===== config.mk =====
export PLATFORM = sky130hd
export DESIGN_NAME = core_ctrl
export DESIGN_NICKNAME = d
export VERILOG_FILES = /design/src/rv32_isa_pkg.sv /design/src/pipe_ctrl_pkg.sv /design/src/inst_decoder.sv /design/src/hazard_unit.sv /design/src/pipe_ctrl.sv /design/src/core_ctrl.sv
export SDC_FILE = /design/constraint.sdc
export NUM_CORES = 1
export LEC_CHECK = 0
export BUFFER_PORTS_ARGS = -buffer_cell sky130_fd_sc_hd__buf_2
export CORE_MARGIN = 1.5
export CORE_UTILIZATION = 51
export DETAILED_ROUTE_END_ITERATION = 7
export HOLD_SLACK_MARGIN = 0.05
export PLACE_DENSITY = 0.86
export SETUP_SLACK_MARGIN = 0.1
export SLEW_MARGIN = 20
export SYNTH_ARGS = -nofsm -noshare
export SYNTH_HDL_FRONTEND = slang
export SYNTH_HIERARCHICAL = 1
export SYNTH_SLANG_ARGS = --single-unit

===== constraint.sdc =====
create_clock -name clk -period 4.7 [get_ports clk]
set_input_delay 0.235 -clock clk [delete_from_list [all_inputs] [get_ports clk]]
set_output_delay 0.235 -clock clk [all_outputs]
set_load 0.005 [all_outputs]

===== src/rv32_isa_pkg.sv =====
package rv32_isa_pkg;

   typedef logic [4:0] reg_addr_t;

   // same 32 bits seen as register-register or immediate format
   typedef union packed {
      struct packed {
         logic [6:0] funct7;
         reg_addr_t  rs2;
         reg_addr_t  rs1;
         logic [2:0] funct3;
         reg_addr_t  rd;
         logic [6:0] opcode;
      } r_view;
      struct packed {
         logic [11:0] funct12;
         reg_addr_t   rs1;
         logic [2:0]  funct3;
         reg_addr_t   rd;
         logic [6:0]  opcode;
      } i_view;
   } rv32_inst_u;

   localparam logic [6:0] op_load     = 7'b0000011;
   localparam logic [6:0] op_store    = 7'b0100011;
   localparam logic [6:0] op_branch   = 7'b1100011;
   localparam logic [6:0] op_jal      = 7'b1101111;
   localparam logic [6:0] op_jalr     = 7'b1100111;
   localparam logic [6:0] op_misc_mem = 7'b0001111;
   localparam logic [6:0] op_op_imm   = 7'b0010011;
   localparam logic [6:0] op_op       = 7'b0110011;
   localparam logic [6:0] op_system   = 7'b1110011;
   localparam logic [6:0] op_auipc    = 7'b0010111;
   localparam logic [6:0] op_lui      = 7'b0110111;

   localparam logic [2:0] funct3_beq  = 3'b000;
   localparam logic [2:0] funct3_bne  = 3'b001;
   localparam logic [2:0] funct3_blt  = 3'b100;
   localparam logic [2:0] funct3_bge  = 3'b101;
   localparam logic [2:0] funct3_bltu = 3'b110;
   localparam logic [2:0] funct3_bgeu = 3'b111;

   localparam logic [2:0] funct3_add_sub = 3'b000;
   localparam logic [2:0] funct3_sll     = 3'b001;
   localparam logic [2:0] funct3_slt     = 3'b010;
   localparam logic [2:0] funct3_sltu    = 3'b011;
   localparam logic [2:0] funct3_xor     = 3'b100;
   localparam logic [2:0] funct3_sra_srl = 3'b101;
   localparam logic [2:0] funct3_or      = 3'b110;
   localparam logic [2:0] funct3_and     = 3'b111;

   localparam logic [2:0] funct3_fence   = 3'b000;
   localparam logic [2:0] funct3_fence_i = 3'b001;
   localparam logic [2:0] funct3_priv    = 3'b000;

   localparam logic [6:0]  funct7_alt     = 7'b0100000; // sub, sra
   localparam logic [11:0] funct12_ecall  = 12'h000;
   localparam logic [11:0] funct12_ebreak = 12'h001;

endpackage


===== src/pipe_ctrl_pkg.sv =====
package pipe_ctrl_pkg;
   import rv32_isa_pkg::*;

   typedef enum logic [3:0] {
      alu_add  = 4'd0,
      alu_sll  = 4'd1,
      alu_xor  = 4'd4,
      alu_srl  = 4'd5,
      alu_or   = 4'd6,
      alu_and  = 4'd7,
      alu_seq  = 4'd8,
      alu_sne  = 4'd9,
      alu_sub  = 4'd10,
      alu_sra  = 4'd11,
      alu_slt  = 4'd12,
      alu_sge  = 4'd13,
      alu_sltu = 4'd14,
      alu_sgeu = 4'd15
   } alu_op_t;

   typedef enum logic [1:0] {imm_i = 2'd0, imm_s = 2'd1, imm_u = 2'd2} imm_type_t;

   typedef enum logic [1:0] {src_a_rs1 = 2'd0, src_a_pc = 2'd1, src_a_zero = 2'd2} src_a_sel_t;

   typedef enum logic [1:0] {src_b_rs2 = 2'd0, src_b_imm = 2'd1, src_b_four = 2'd2} src_b_sel_t;

   typedef enum logic {wb_src_alu = 1'b0, wb_src_mem = 1'b1} wb_src_sel_t;

   typedef enum logic [2:0] {
      pc_plus_four     = 3'd0,
      pc_branch_target = 3'd1,
      pc_jal_target    = 3'd2,
      pc_jalr_target   = 3'd3,
      pc_replay        = 3'd4,
      pc_handler       = 3'd5
   } pc_src_sel_t;

   // machine cause numbers
   typedef enum logic [3:0] {
      ecode_inst_addr_misaligned  = 4'd0,
      ecode_inst_access_fault     = 4'd1,
      ecode_illegal_inst          = 4'd2,
      ecode_breakpoint            = 4'd3,
      ecode_load_addr_misaligned  = 4'd4,
      ecode_load_access_fault     = 4'd5,
      ecode_store_addr_misaligned = 4'd6,
      ecode_store_access_fault    = 4'd7,
      ecode_ecall_from_m          = 4'd11
   } ecode_t;

   typedef struct packed {
      imm_type_t  imm_type;
      src_a_sel_t src_a_sel;
      src_b_sel_t src_b_sel;
   } dx_ctrl_t;

   // raw decode, before kill gating
   typedef struct packed {
      alu_op_t     alu_op;
      logic        uses_rs1;
      logic        uses_rs2;
      logic        branch_taken;
      logic        jal;
      logic        jalr;
      logic        fence_i;
      logic        dmem_en;
      logic        dmem_wen;
      logic        wr_reg;
      wb_src_sel_t wb_src_sel;
      logic        illegal;
      logic        ecall;
      logic        ebreak;
   } decode_t;

   typedef struct packed {
      logic       en;
      logic       wen;
      logic [2:0] size;
      logic [2:0] mem_type;
   } dmem_req_t;

   typedef struct packed {
      logic        wr_reg;
      reg_addr_t   reg_to_wr;
      wb_src_sel_t wb_src_sel;
   } wb_ctrl_t;

   typedef struct packed {
      logic stall_if;
      logic kill_if;
      logic stall_dx;
      logic kill_dx;
      logic stall_wb;
      logic kill_wb;
   } pipe_status_t;

endpackage


===== src/inst_decoder.sv =====
`timescale 1ns/1ps

module inst_decoder
   import rv32_isa_pkg::*;
   import pipe_ctrl_pkg::*;
(
   input  rv32_inst_u inst_dx,
   input  logic       cmp_true,
   output decode_t    dec,
   output dx_ctrl_t   dx_ctrl,
   output logic [2:0] dmem_size,
   output logic [2:0] dmem_type
);

   logic [6:0]  opcode;
   logic [2:0]  funct3;
   logic [6:0]  funct7;
   logic [11:0] funct12;
   reg_addr_t   rs1;
   reg_addr_t   rd;
   logic        is_shift;
   logic        bad_funct7;
   alu_op_t     alu_op_arith;

   assign opcode  = inst_dx.r_view.opcode;
   assign funct3  = inst_dx.r_view.funct3;
   assign funct7  = inst_dx.r_view.funct7;
   assign funct12 = inst_dx.i_view.funct12;
   assign rs1     = inst_dx.i_view.rs1;
   assign rd      = inst_dx.i_view.rd;

   assign dmem_size = {1'b0, funct3[1:0]};
   assign dmem_type = funct3; // bit 2 marks unsigned loads

   assign is_shift = (funct3 == funct3_sll) || (funct3 == funct3_sra_srl);
   // alternate funct7 only on sub/sra, also catches shamt[5]
   assign bad_funct7 = (funct7 != 7'd0) && !((funct7 == funct7_alt) &&
                       ((funct3 == funct3_add_sub) || (funct3 == funct3_sra_srl)));

   always_comb begin
      case (funct3)
         funct3_add_sub: alu_op_arith = (opcode == op_op && funct7[5]) ? alu_sub : alu_add;
         funct3_sll:     alu_op_arith = alu_sll;
         funct3_slt:     alu_op_arith = alu_slt;
         funct3_sltu:    alu_op_arith = alu_sltu;
         funct3_xor:     alu_op_arith = alu_xor;
         funct3_sra_srl: alu_op_arith = funct7[5] ? alu_sra : alu_srl;
         funct3_or:      alu_op_arith = alu_or;
         funct3_and:     alu_op_arith = alu_and;
         default:        alu_op_arith = alu_add;
      endcase
   end

   always_comb begin
      dec = '0;
      dec.alu_op = alu_add;
      dec.uses_rs1 = 1'b1;
      dec.wb_src_sel = wb_src_alu;
      dx_ctrl.imm_type = imm_i;
      dx_ctrl.src_a_sel = src_a_rs1;
      dx_ctrl.src_b_sel = src_b_imm;
      case (opcode)
         op_load: begin
            dec.dmem_en = 1'b1;
            dec.wr_reg = 1'b1;
            dec.wb_src_sel = wb_src_mem;
            dec.illegal = (funct3[1:0] == 2'b11) || (funct3 == 3'b110);
         end
         op_store: begin
            dec.uses_rs2 = 1'b1;
            dec.dmem_en = 1'b1;
            dec.dmem_wen = 1'b1;
            dx_ctrl.imm_type = imm_s;
            dec.illegal = funct3[2] || (funct3[1:0] == 2'b11);
         end
         op_branch: begin
            dec.uses_rs2 = 1'b1;
            dec.branch_taken = cmp_true;
            dx_ctrl.src_b_sel = src_b_rs2;
            case (funct3)
               funct3_beq:  dec.alu_op = alu_seq;
               funct3_bne:  dec.alu_op = alu_sne;
               funct3_blt:  dec.alu_op = alu_slt;
               funct3_bge:  dec.alu_op = alu_sge;
               funct3_bltu: dec.alu_op = alu_sltu;
               funct3_bgeu: dec.alu_op = alu_sgeu;
               default:     dec.illegal = 1'b1;
            endcase
         end
         op_jal, op_jalr: begin
            dec.jal = (opcode == op_jal);
            dec.jalr = (opcode == op_jalr);
            dec.uses_rs1 = (opcode == op_jalr);
            dec.wr_reg = 1'b1;
            dx_ctrl.src_a_sel = src_a_pc; // link value is pc + 4
            dx_ctrl.src_b_sel = src_b_four;
            dec.illegal = (opcode == op_jalr) && (funct3 != 3'b000);
         end
         op_misc_mem: begin
            if (funct3 == funct3_fence)
               dec.illegal = (funct12[11:8] != 4'd0) || (rs1 != '0) || (rd != '0);
            else if (funct3 == funct3_fence_i && funct12 == '0 && rs1 == '0 && rd == '0)
               dec.fence_i = 1'b1;
            else
               dec.illegal = 1'b1;
         end
         op_op_imm: begin
            dec.alu_op = alu_op_arith;
            dec.wr_reg = 1'b1;
            dec.illegal = is_shift && bad_funct7;
         end
         op_op: begin
            dec.uses_rs2 = 1'b1;
            dec.alu_op = alu_op_arith;
            dec.wr_reg = 1'b1;
            dx_ctrl.src_b_sel = src_b_rs2;
            dec.illegal = bad_funct7;
         end
         op_system: begin
            // no csr support, only ecall and ebreak
            dec.ecall = (funct3 == funct3_priv) && (rs1 == '0) && (rd == '0) &&
                        (funct12 == funct12_ecall);
            dec.ebreak = (funct3 == funct3_priv) && (rs1 == '0) && (rd == '0) &&
                         (funct12 == funct12_ebreak);
            dec.illegal = !(dec.ecall || dec.ebreak);
         end
         op_auipc, op_lui: begin
            dec.uses_rs1 = 1'b0;
            dec.wr_reg = 1'b1;
            dx_ctrl.imm_type = imm_u;
            dx_ctrl.src_a_sel = (opcode == op_lui) ? src_a_zero : src_a_pc;
         end
         default: dec.illegal = 1'b1;
      endcase
   end

endmodule


===== src/hazard_unit.sv =====
`timescale 1ns/1ps

module hazard_unit
   import rv32_isa_pkg::*;
   import pipe_ctrl_pkg::*;
(
   input  rv32_inst_u inst_dx,
   input  logic       uses_rs1,
   input  logic       uses_rs2,
   input  wb_ctrl_t   wb,
   input  logic       load_in_wb,
   output logic       bypass_rs1,
   output logic       bypass_rs2,
   output logic       load_use
);

   reg_addr_t rs1;
   reg_addr_t rs2;
   logic      raw_rs1;
   logic      raw_rs2;

   assign rs1 = inst_dx.r_view.rs1;
   assign rs2 = inst_dx.r_view.rs2;

   // x0 never creates a dependency
   assign raw_rs1 = wb.wr_reg && uses_rs1 && (rs1 != '0) && (rs1 == wb.reg_to_wr);
   assign raw_rs2 = wb.wr_reg && uses_rs2 && (rs2 != '0) && (rs2 == wb.reg_to_wr);

   // load data arrives too late to forward
   assign bypass_rs1 = raw_rs1 && !load_in_wb;
   assign bypass_rs2 = raw_rs2 && !load_in_wb;
   assign load_use   = load_in_wb && (raw_rs1 || raw_rs2);

endmodule


===== src/pipe_ctrl.sv =====
`timescale 1ns/1ps

module pipe_ctrl
   import rv32_isa_pkg::*;
   import pipe_ctrl_pkg::*;
(
   input  logic         clk,
   input  logic         reset,
   input  decode_t      dec,
   input  reg_addr_t    rd_dx,
   input  logic         load_use,
   input  logic         imem_wait,
   input  logic         imem_badmem_e,
   input  logic         dmem_wait,
   input  logic         dmem_badmem_e,
   input  logic         misaligned_addr_p,
   input  logic         misaligned_fetch,
   input  logic [2:0]   dmem_size,
   input  logic [2:0]   dmem_type,
   output pc_src_sel_t  pc_src_sel,
   output dmem_req_t    dmem_req,
   output wb_ctrl_t     wb,
   output logic         load_in_wb,
   output pipe_status_t status,
   output logic         exception_wb,
   output ecode_t       exception_code_wb,
   output logic         retire_wb
);

   logic        replay_if;
   logic        had_ex_dx, prev_killed_dx;
   logic        prev_killed_wb, had_ex_wb, wr_reg_unkilled_wb, store_in_wb, dmem_en_wb;
   wb_src_sel_t wb_src_sel_wb;
   reg_addr_t   reg_to_wr_wb;
   ecode_t      prev_ex_code_wb, ex_code_dx;
   logic        stall_if, kill_if, stall_dx, kill_dx, stall_wb, kill_wb;
   logic        ex_if, ex_dx, ex_wb, killed_dx, misaligned_addr, redirect;
   logic        dmem_en_dx, dmem_wen_dx, wr_reg_dx;

   always_ff @(posedge clk) begin
      if (reset)
         replay_if <= 1'b1; // first fetch after reset is refetched
      else
         replay_if <= (redirect && imem_wait) || (dec.fence_i && store_in_wb);
   end

   assign ex_if    = imem_badmem_e && !imem_wait && !redirect && !replay_if;
   assign stall_if = stall_dx || (imem_wait && !redirect && !ex_wb);
   assign kill_if  = stall_if || ex_if || ex_dx || ex_wb || redirect || replay_if;

   always_ff @(posedge clk) begin
      if (reset) begin
         had_ex_dx <= 1'b0;
         prev_killed_dx <= 1'b1;
      end else if (!stall_dx) begin
         had_ex_dx <= ex_if;
         prev_killed_dx <= kill_if;
      end
   end

   assign misaligned_addr = misaligned_addr_p && dec.dmem_en;
   assign ex_dx = had_ex_dx || misaligned_addr || misaligned_fetch ||
                  dec.illegal || dec.ebreak || dec.ecall;
   // exceptions win over internal hazards
   assign stall_dx = stall_wb ||
                     ((load_use || (dec.fence_i && store_in_wb)) && !(ex_dx || ex_wb));
   assign kill_dx   = stall_dx || ex_dx || ex_wb;
   assign killed_dx = prev_killed_dx || kill_dx;

   always_comb begin
      ex_code_dx = ecode_ecall_from_m;
      if (had_ex_dx)
         ex_code_dx = ecode_inst_access_fault;
      else if (misaligned_addr)
         ex_code_dx = dec.dmem_wen ? ecode_store_addr_misaligned : ecode_load_addr_misaligned;
      else if (misaligned_fetch)
         ex_code_dx = ecode_inst_addr_misaligned;
      else if (dec.illegal)
         ex_code_dx = ecode_illegal_inst;
      else if (dec.ebreak)
         ex_code_dx = ecode_breakpoint;
   end

   assign dmem_en_dx  = dec.dmem_en && !kill_dx;
   assign dmem_wen_dx = dec.dmem_wen && !kill_dx;
   assign wr_reg_dx   = dec.wr_reg && !kill_dx;
   assign redirect    = (dec.branch_taken || dec.jal || dec.jalr) && !kill_dx;

   always_comb begin
      if (ex_wb)
         pc_src_sel = pc_handler;
      else if (replay_if || (stall_if && !imem_wait))
         pc_src_sel = pc_replay;
      else if (dec.branch_taken)
         pc_src_sel = pc_branch_target;
      else if (dec.jal)
         pc_src_sel = pc_jal_target;
      else if (dec.jalr)
         pc_src_sel = pc_jalr_target;
      else
         pc_src_sel = pc_plus_four;
   end

   always_ff @(posedge clk) begin
      if (reset) begin
         prev_killed_wb <= 1'b1;
         had_ex_wb <= 1'b0;
         wr_reg_unkilled_wb <= 1'b0;
         store_in_wb <= 1'b0;
         dmem_en_wb <= 1'b0;
      end else if (!stall_wb) begin
         prev_killed_wb <= killed_dx;
         had_ex_wb <= ex_dx && !ex_wb; // trap in WB flushes the DX one
         wr_reg_unkilled_wb <= wr_reg_dx;
         store_in_wb <= dmem_wen_dx;
         dmem_en_wb <= dmem_en_dx;
      end
   end

   always_ff @(posedge clk) begin
      if (!stall_wb) begin
         wb_src_sel_wb <= dec.wb_src_sel;
         reg_to_wr_wb <= rd_dx;
         prev_ex_code_wb <= ex_code_dx;
      end
   end

   assign ex_wb    = had_ex_wb || (dmem_badmem_e && dmem_en_wb);
   assign stall_wb = dmem_wait && dmem_en_wb && !ex_wb;
   assign kill_wb  = stall_wb || ex_wb;

   // only loads write a register, so that picks the fault kind
   assign exception_code_wb = had_ex_wb ? prev_ex_code_wb :
                              wr_reg_unkilled_wb ? ecode_load_access_fault :
                              ecode_store_access_fault;
   assign exception_wb = ex_wb;
   assign retire_wb    = !(prev_killed_wb || kill_wb);
   assign load_in_wb   = dmem_en_wb && !store_in_wb;

   assign wb       = '{wr_reg: wr_reg_unkilled_wb && !kill_wb, reg_to_wr: reg_to_wr_wb,
                       wb_src_sel: wb_src_sel_wb};
   assign dmem_req = '{en: dmem_en_dx, wen: dmem_wen_dx, size: dmem_size,
                       mem_type: dmem_type};
   assign status   = '{stall_if: stall_if, kill_if: kill_if, stall_dx: stall_dx,
                       kill_dx: kill_dx, stall_wb: stall_wb, kill_wb: kill_wb};

endmodule


===== src/core_ctrl.sv =====
`timescale 1ns/1ps

module core_ctrl
   import rv32_isa_pkg::*;
   import pipe_ctrl_pkg::*;
(
   input  logic         clk,
   input  logic         reset,
   input  rv32_inst_u   inst_dx,
   input  logic         imem_wait,
   input  logic         imem_badmem_e,
   input  logic         dmem_wait,
   input  logic         dmem_badmem_e,
   input  logic         cmp_true,
   input  logic         misaligned_addr_p,
   input  logic         misaligned_fetch,
   output pc_src_sel_t  pc_src_sel,
   output alu_op_t      alu_op,
   output dx_ctrl_t     dx_ctrl,
   output logic         bypass_rs1,
   output logic         bypass_rs2,
   output dmem_req_t    dmem_req,
   output wb_ctrl_t     wb,
   output pipe_status_t status,
   output logic         exception_wb,
   output ecode_t       exception_code_wb,
   output logic         retire_wb
);

   decode_t    dec;
   logic [2:0] dmem_size;
   logic [2:0] dmem_type;
   logic       load_use;
   logic       load_in_wb;

   assign alu_op = dec.alu_op; // alu op is never killed

   inst_decoder inst_decoder_i (
      .inst_dx(inst_dx), .cmp_true(cmp_true), .dec(dec), .dx_ctrl(dx_ctrl),
      .dmem_size(dmem_size), .dmem_type(dmem_type)
   );

   hazard_unit hazard_unit_i (
      .inst_dx(inst_dx), .uses_rs1(dec.uses_rs1), .uses_rs2(dec.uses_rs2), .wb(wb),
      .load_in_wb(load_in_wb), .bypass_rs1(bypass_rs1), .bypass_rs2(bypass_rs2),
      .load_use(load_use)
   );

   pipe_ctrl pipe_ctrl_i (
      .clk(clk), .reset(reset), .dec(dec), .rd_dx(inst_dx.r_view.rd), .load_use(load_use),
      .imem_wait(imem_wait), .imem_badmem_e(imem_badmem_e), .dmem_wait(dmem_wait),
      .dmem_badmem_e(dmem_badmem_e), .misaligned_addr_p(misaligned_addr_p),
      .misaligned_fetch(misaligned_fetch), .dmem_size(dmem_size), .dmem_type(dmem_type),
      .pc_src_sel(pc_src_sel), .dmem_req(dmem_req), .wb(wb), .load_in_wb(load_in_wb),
      .status(status), .exception_wb(exception_wb), .exception_code_wb(exception_code_wb),
      .retire_wb(retire_wb)
   );

endmodule


==> key figures, run 1 <==
Detailed routing
  • Avg WL per Cell: 13.4 um
  • Met1 WL: 2.01 mm
  • Routed vias: 1913
  • DR WL met3: 347 um
  • WL met2: 2.09 mm
  • Antenna Nets Post-Route: 0
  • Routed vias/inst: 5.69
  • Initial DRT Pass Iterations: 4
  • Detailed Route WL: 4.49 mm
  • Top sig layer: met4
  • 1st-iter DRT viols: 148
  • DRC viols: 0

STA
  • Final Skew: 0.0177 ns
  • Rel. slew slack: 52.8%
  • Final Setup Violations: 0
  • Setup tns final: 0 ns
  • Period minus WS final: 3.63 ns
  • Slew @ Worst Pin: 0.709 ns
  • Unrepaired setup endpoints after global routing: false
  • Pins over their slew limit: 0
  • Final hold vios: 0
  • Final Worst Setup Slack: 1.07 ns
  • WHS: 0.140 ns
  • Max Freq: 275 MHz
  • Crit share post-route: 77.3%

Placement
  • HPWL Detailed: 3.68 mm
  • Pre-CTS WS: 1.12 ns
  • Gpl congestion: 0.878
  • Port bufs: 81
  • Placed Instances: 332

Synth
  • Post-synth net total: 276
  • Multiplexer share of the synthesized area: 0%
  • Simple-Gate Fraction of Synth Area: 35.2%
  • Share of Yosys cell area claimed by the top area cell type: 16.8%
  • Most used DFF post-synth: edfxtp_1
  • Synth area leader: edfxtp_1
  • Synth top area cells: edfxtp_1 (17%), buf_4 (9.6%), dfxtp_1 (8.9%)
  • Yosys warnings: 6
  • Post-synthesis cell count: 235
  • Largest family of logic cells by synthesized area: simple AND/OR/NAND/NOR gates
  • Synth Cell Area: 1790 um^2
  • Register area share after synthesis: 25.7%
  • Adder-cell share of the synthesized area: 0%
  • Synthesized area per cell: 7.62 um^2
  • Ys async rst share: 0%
  • Seq cells post-synth: 18
  • EDFF count, synth: 10
  • Netlist cell types: 58
  • Synth Area in Compound Gates: 19.7%
  • Xor-xnor portion of the synthesized cell area: 4.82%

Die
  • Area of the die: 3880 um^2
  • Row cnt: 21
  • Starting Density: 53.2%
  • Chip Height: 62.3 um
  • Core ar.: 3360 um^2
  • Io pins: 83
  • Die X: 62.3 um

Run
  • MaxCap Viol Count: 0

Critical path
  • Worst Path Max Fanout: 8
  • Worst R2R Setup Slack: 1.75 ns
  • FF-to-FF Start: pipe_ctrl_i/had_ex_wb
  • R2R Path End: pipe_ctrl_i/prev_killed_dx
  • Reg2Reg Depth: 10
  • CP Data Required Time: 4.47 ns
  • Crit end category: primary output
  • Startpoint Class: flop
  • Critical Path AT: 3.40 ns
  • Setup CP Type: reg2out

Global route
  • Grt ovf: 0
  • Total GRT Usage: 23.9%
  • Initial antenna violation count: 0
  • Largest net degree at the start of global routing: 16
  • First-pass GRT wire length: 7.67 mm
  • Vias in the first global route: 1757

Pwr
  • P_leak: 0.977 nW
  • Clock power share: 26.7%
  • VDD IR-drop max: 0.0000716 V
  • Flop pwr share: 49.8%
  • Switch share: 27.7%
  • Internal power: 0.255 mW
  • Comb pwr share: 23.4%
  • PwrDens: 169 nW/um^2
  • NetSw: 0.0978 mW

Clocking
  • CTS HTree Levels: 1
  • Worst-path clk slew: 0.11 ns
  • Post-CTS setup buffers: 0
  • Clock buffer count from CTS: 3
  • # clock sinks: 18
  • Hold buffer count at cts: 0
  • CTS max path bufs: 2
  • Root buffer cell: clkbuf_4
  • CTS tree: built
  • Worst-Skew Late Latency: 0.30 ns
  • Resize count post-CTS: 0

Cells and area
  • Share of layout cells above drive strength 1: 35.9%
  • FILL cells: 344
  • Final Non-Filler Cells: 336
  • Area occupied by multi-input gates: 1070 um^2
  • Diodes inserted: 0
  • NumNets Final: 332
  • Commonest non-fill, non-tap cell in the layout: buf_2
  • Storage cell area: 460 um^2
  • Most frequent cells in the layout: buf_2 (81), nor2_1 (30), nand2_1 (18)
  • Area delta synth->final: 16.3%

Hold path
  • Worst Hold End: pipe_ctrl_i/reg_to_wr_wb[0]
  • Worst Hold Path Cells: 1
  • Hold Crit Start: inst_dx[7]
  • Worst Hold Class: in2reg

Outcome
  • Outcome: finished clean
## flip-flops by register name, summed over array words and instances (netlist names)
register,count
pipe_ctrl_i/prev_ex_code_wb,4
pipe_ctrl_i/store_in_wb,1
pipe_ctrl_i/prev_killed_wb,1
pipe_ctrl_i/had_ex_wb,1
pipe_ctrl_i/replay_if,1
pipe_ctrl_i/had_ex_dx,1
pipe_ctrl_i/prev_killed_dx,1
pipe_ctrl_i/reg_to_wr_wb,5
pipe_ctrl_i/wb_src_sel_wb,1
pipe_ctrl_i/wr_reg_unkilled_wb,1
pipe_ctrl_i/dmem_en_wb,1
## power groups by stage
stage | clock network [mW] | registers [mW] | logic [mW]
6_report | 0.0943 | 0.176 | 0.0827
5_1_grt | 0.105 | 0.177 | 0.0928
4_1_cts | 0.0958 | 0.176 | 0.0824
3_5_place_dp | 0 | 0.179 | 0.0818
3_3_place_gp | 0 | 0.179 | 0.0808
2_1_floorplan | 0 | 0.179 | 0.0500
## Yosys cell counts (2+ instances only)
cell type and instances:
nor2_1 30, buf_4 23, nand2_1 18, a21oi_1 15
nor3_1 13, o21ai_0 11, edfxtp_1 10, nor4_1 10
inv_1 9, dfxtp_1 8, and2_1 6, xor2_1 6
and3_1 5, a211oi_1 4, clkbuf_1 4, o2111ai_1 4
nand2b_1 3, nand4_1 3, or2_2 3, a21o_1 2
a31oi_1 2, a32oi_1 2, and2b_2 2, nand2b_2 2
nand3_1 2, nor3_2 2, or3_1 2, or4_1 2
or4_4 2, xnor2_1 2
## critical path, stage by stage, from the launching register on
cell	delay, ns
dfxtp_1	0.39
a21oi_1	0.41
and3_1	0.29
o2111ai_1	0.13
or4_4	0.56
o22ai_1	0.27
a21o_1	0.19
nor3_2	0.07
and2_4	0.17
or4_4	0.47
buf_2	0.14
## layout make-up
type / instances / area share (%)
Inverter: 10 / 2.40
Timing Repair Buffer: 81 / 19.5
Multi-Input combinational cell: 177 / 51.5
Clock buffer: 4 / 1.74
Tap cell: 46 / 2.76
Sequential cell: 18 / 22.1
## per-stage QoR
step / utilization, % / cell area, um^2 / total power, mW
global placement: 60.8 / 2050 / 0.260
floorplan: - / 1790 / 0.229
detailed placement: 60.8 / 2050 / 0.261
global route: 61.9 / 2080 / 0.374
finish: 61.9 / 2080 / 0.353
CTS: 61.9 / 2080 / 0.354
## worst max-delay path by stage
stage | start | end | slack, ns | cells past startpoint
4_1_cts | pipe_ctrl_i/had_ex_wb | status[4] | 1.08 | 10
6_report | pipe_ctrl_i/had_ex_wb | status[4] | 1.07 | 10
3_3_place_gp | inst_dx[5] | status[4] | 1.25 | 13
5_1_grt | pipe_ctrl_i/had_ex_wb | status[4] | 0.81 | 10
2_1_floorplan | inst_dx[4] | status[4] | 1.61 | 13
3_5_place_dp | inst_dx[5] | status[4] | 1.12 | 13
## per-layer routing
| layer | GRT usage (%) | up-vias |
|---|---|---|
| met5 | 0 | - |
| met2 | 40.1 | 92 |
| met3 | 3.08 | 5 |
| met4 | 7.22 | 0 |
| met1 | 32.2 | 872 |
| li1 | - | 944 |
## kinds of logic (layout without fill, tap and decap cells)
kind of cell	count (synthesis)	after routing
simple gates	114	114
xor+xnor	9	9
compound gates	53	53
flops	18	18
other cells	1	1
buf+inv	40	95
Note: power is estimated with default switching activity, not from simulation.
==> inputs of run 2 (changes only) <==
CORE_UTILIZATION = 47   (was 51)
PLACE_DENSITY = 0.8   (was 0.86)
clock period = 3.5 ns   (was 4.7 ns; I/O delays follow)
==> key figures, run 2 (same netlist as run 1, synthesis figures left out) <==
Clocking
  • CTS HTree Levels: 1 (unchanged)
  • CTS max path bufs: 2 (unchanged)
  • Resize count post-CTS: 0 (unchanged)
  • # clock sinks: 18 (unchanged)
  • Worst-path clk slew: 0.06 ns (was 0.11 ns)
  • Hold buffer count at cts: 0 (unchanged)
  • Post-CTS setup buffers: 0 (unchanged)
  • Worst-Skew Late Latency: 0.25 ns (was 0.30 ns)
  • Clock buffer count from CTS: 3 (unchanged)
  • Root buffer cell: clkbuf_8 (was clkbuf_4)
  • CTS tree: built (unchanged)

Cells and area
  • Top reg by flops: pipe_ctrl_i/reg_to_wr_wb (unchanged)
  • Number of flip-flops under the largest register name: 5 (unchanged)
  • Commonest non-fill, non-tap cell in the layout: buf_2 (unchanged)
  • Top Registers: pipe_ctrl_i/reg_to_wr_wb (5), pipe_ctrl_i/prev_ex_code_wb (4) (unchanged)
  • NumNets Final: 336 (was 332)
  • Final Non-Filler Cells: 342 (was 336)
  • Share of layout cells above drive strength 1: 36.7% (was 35.9%)
  • Diodes inserted: 0 (unchanged)
  • Design Area, Final: 2130 um^2 (was 2080 um^2)
  • Area delta synth->final: 19.1% (was 16.3%)
  • Most frequent cells in the layout: buf_2 (81), nor2_1 (30), nand2_1 (18) (unchanged)

Die
  • Area of the die: 4190 um^2 (was 3880 um^2)
  • Core ar.: 3660 um^2 (was 3360 um^2)
  • Io pins: 83 (unchanged)
  • Die X: 64.7 um (was 62.3 um)
  • Starting Density: 48.9% (was 53.2%)
  • Chip Height: 64.7 um (was 62.3 um)
  • Row cnt: 22 (was 21)

Pwr
  • Comb pwr share: 22.0% (was 23.4%)
  • Internal power: 0.381 mW (was 0.255 mW)
  • Switch share: 26.6% (was 27.7%)
  • Total power: 0.519 mW (was 0.353 mW)
  • VDD IR-drop max: 0.000107 V (was 0.0000716 V)
  • PwrDens: 243 nW/um^2 (was 169 nW/um^2)
  • Flop pwr share: 45.5% (was 49.8%)
  • NetSw: 0.138 mW (was 0.0978 mW)
  • Clock power share: 32.5% (was 26.7%)
  • P_leak: 1.00 nW (was 0.977 nW)

STA
  • Final Setup Violations: 0 (unchanged)
  • Final Worst Setup Slack: 0.256 ns (was 1.07 ns)
  • Setup tns final: 0 ns (unchanged)
  • Final hold vios: 0 (unchanged)
  • Pins over their slew limit: 0 (unchanged)
  • Crit share post-route: 92.7%
  • Unrepaired setup endpoints after global routing: false (unchanged)
  • Slew @ Worst Pin: 0.748 ns (was 0.709 ns)
  • Max Freq: 308 MHz
  • Final Skew: 0.00512 ns (was 0.0177 ns)
  • Period minus WS final: 3.24 ns
  • Rel. slew slack: 50.2% (was 52.8%)

Placement
  • Gpl congestion: 0.903 (was 0.878)
  • Pre-CTS WS: 0.307 ns (was 1.12 ns)
  • HPWL Detailed: 3.72 mm (was 3.68 mm)
  • Cell Area, Placed: 2080 um^2 (was 2050 um^2)
  • Placed Instances: 338 (was 332)
  • Port bufs: 81 (unchanged)

Critical path
  • Startpoint Class: input pin (was flop)
  • Critical path origin: inst_dx[6] (was pipe_ctrl_i/had_ex_wb)
  • Crit end category: primary output (unchanged)
  • FF-to-FF Start: pipe_ctrl_i/had_ex_wb (unchanged)
  • Critical Path AT: 3.07 ns (was 3.40 ns)
  • R2R Path End: pipe_ctrl_i/prev_killed_dx (unchanged)
  • Worst Path Max Fanout: 11 (was 8)
  • CP Data Required Time: 3.32 ns (was 4.47 ns)
  • Reg2Reg Depth: 10 (unchanged)
  • Setup CP Type: in2out (was reg2out)
  • Critical Path End: status[4] (unchanged)
  • Worst R2R Setup Slack: 0.85 ns (was 1.75 ns)

Run
  • MaxCap Viol Count: 0 (unchanged)

Global route
  • Grt ovf: 0 (unchanged)
  • Largest net degree at the start of global routing: 15 (was 16)
  • Total GRT Usage: 22.1% (was 23.9%)
  • Vias in the first global route: 1716 (was 1757)
  • Initial antenna violation count: 0 (unchanged)
  • First-pass GRT wire length: 7.54 mm (was 7.67 mm)

Outcome
  • Outcome: finished clean (unchanged)

Detailed routing
  • DRC viols: 0 (unchanged)
  • 1st-iter DRT viols: 82 (was 148)
  • Antenna Nets Post-Route: 0 (unchanged)
  • Avg WL per Cell: 13.6 um (was 13.4 um)
  • Routed vias: 1919 (was 1913)
  • Initial DRT Pass Iterations: 4 (unchanged)
  • Detailed Route WL: 4.67 mm (was 4.49 mm)
  • Routed vias/inst: 5.61 (was 5.69)

Hold path
  • Worst Hold Class: in2reg (unchanged)
  • Worst Hold Path Cells: 1 (unchanged)
==> run 2: cell types whose count changed in the layout (fill, tap and decap cells not counted), sizes merged <==
cell	previous run	this run
buf	81	85
==> run 2: per-layer routing <==
layer	part of all wire (%)	GRT usage, %
met5	0	0
met4	0.54	4.79
met3	8.0	3.13
met2	46	37.8
met1	45	29.5
==> run 2: critical path, stage by stage <==
cell       delay, ns
buf_2           0.18
nand2_1         0.14
or3_1           0.41
nor2_1          0.14
a21o_1          0.12
o2111ai_1       0.09
or4_1           0.55
o22ai_1         0.24
a21o_1          0.19
nor3_2          0.07
and2_4          0.17
or4_4           0.46
buf_2           0.14
==> run 2: power groups by stage <==
stage               clock, mW  sequential (mW)  combinational, mW
global placement            0            0.241              0.111
finish                  0.169            0.236              0.114
detailed placement          0            0.241              0.113
global route            0.176            0.237              0.127
floorplan                   0            0.240             0.0672
CTS                     0.169            0.236              0.114
==> run 2: how the worst min path moves through the flow <==
stage	start	end
after CTS	inst_dx[8]	pipe_ctrl_i/reg_to_wr_wb[1]
after floorplan	inst_dx[7]	pipe_ctrl_i/reg_to_wr_wb[0]
after global placement	inst_dx[8]	pipe_ctrl_i/reg_to_wr_wb[1]
after global routing	inst_dx[7]	pipe_ctrl_i/reg_to_wr_wb[0]
after detailed placement	inst_dx[8]	pipe_ctrl_i/reg_to_wr_wb[1]
final	inst_dx[8]	pipe_ctrl_i/reg_to_wr_wb[1]
==> run 2: area by class of cell <==
cell class                      count  area [um^2]
Inverter                           10         50.0
Sequential cell                    18          460
Tap cell                           48         60.1
Clock buffer                        4         55.1
Fill cell                         351         1530
Multi-Input combinational cell    177         1070
Timing Repair Buffer               85          435
==> run 2: per-stage QoR <==
stage                     util, %  hold slack (ns)
after floorplan                 -            0.274
after global placement       56.8            0.370
after detailed placement     56.8            0.372
after CTS                    58.3            0.114
after global routing         58.3            0.115
final                        58.3            0.116
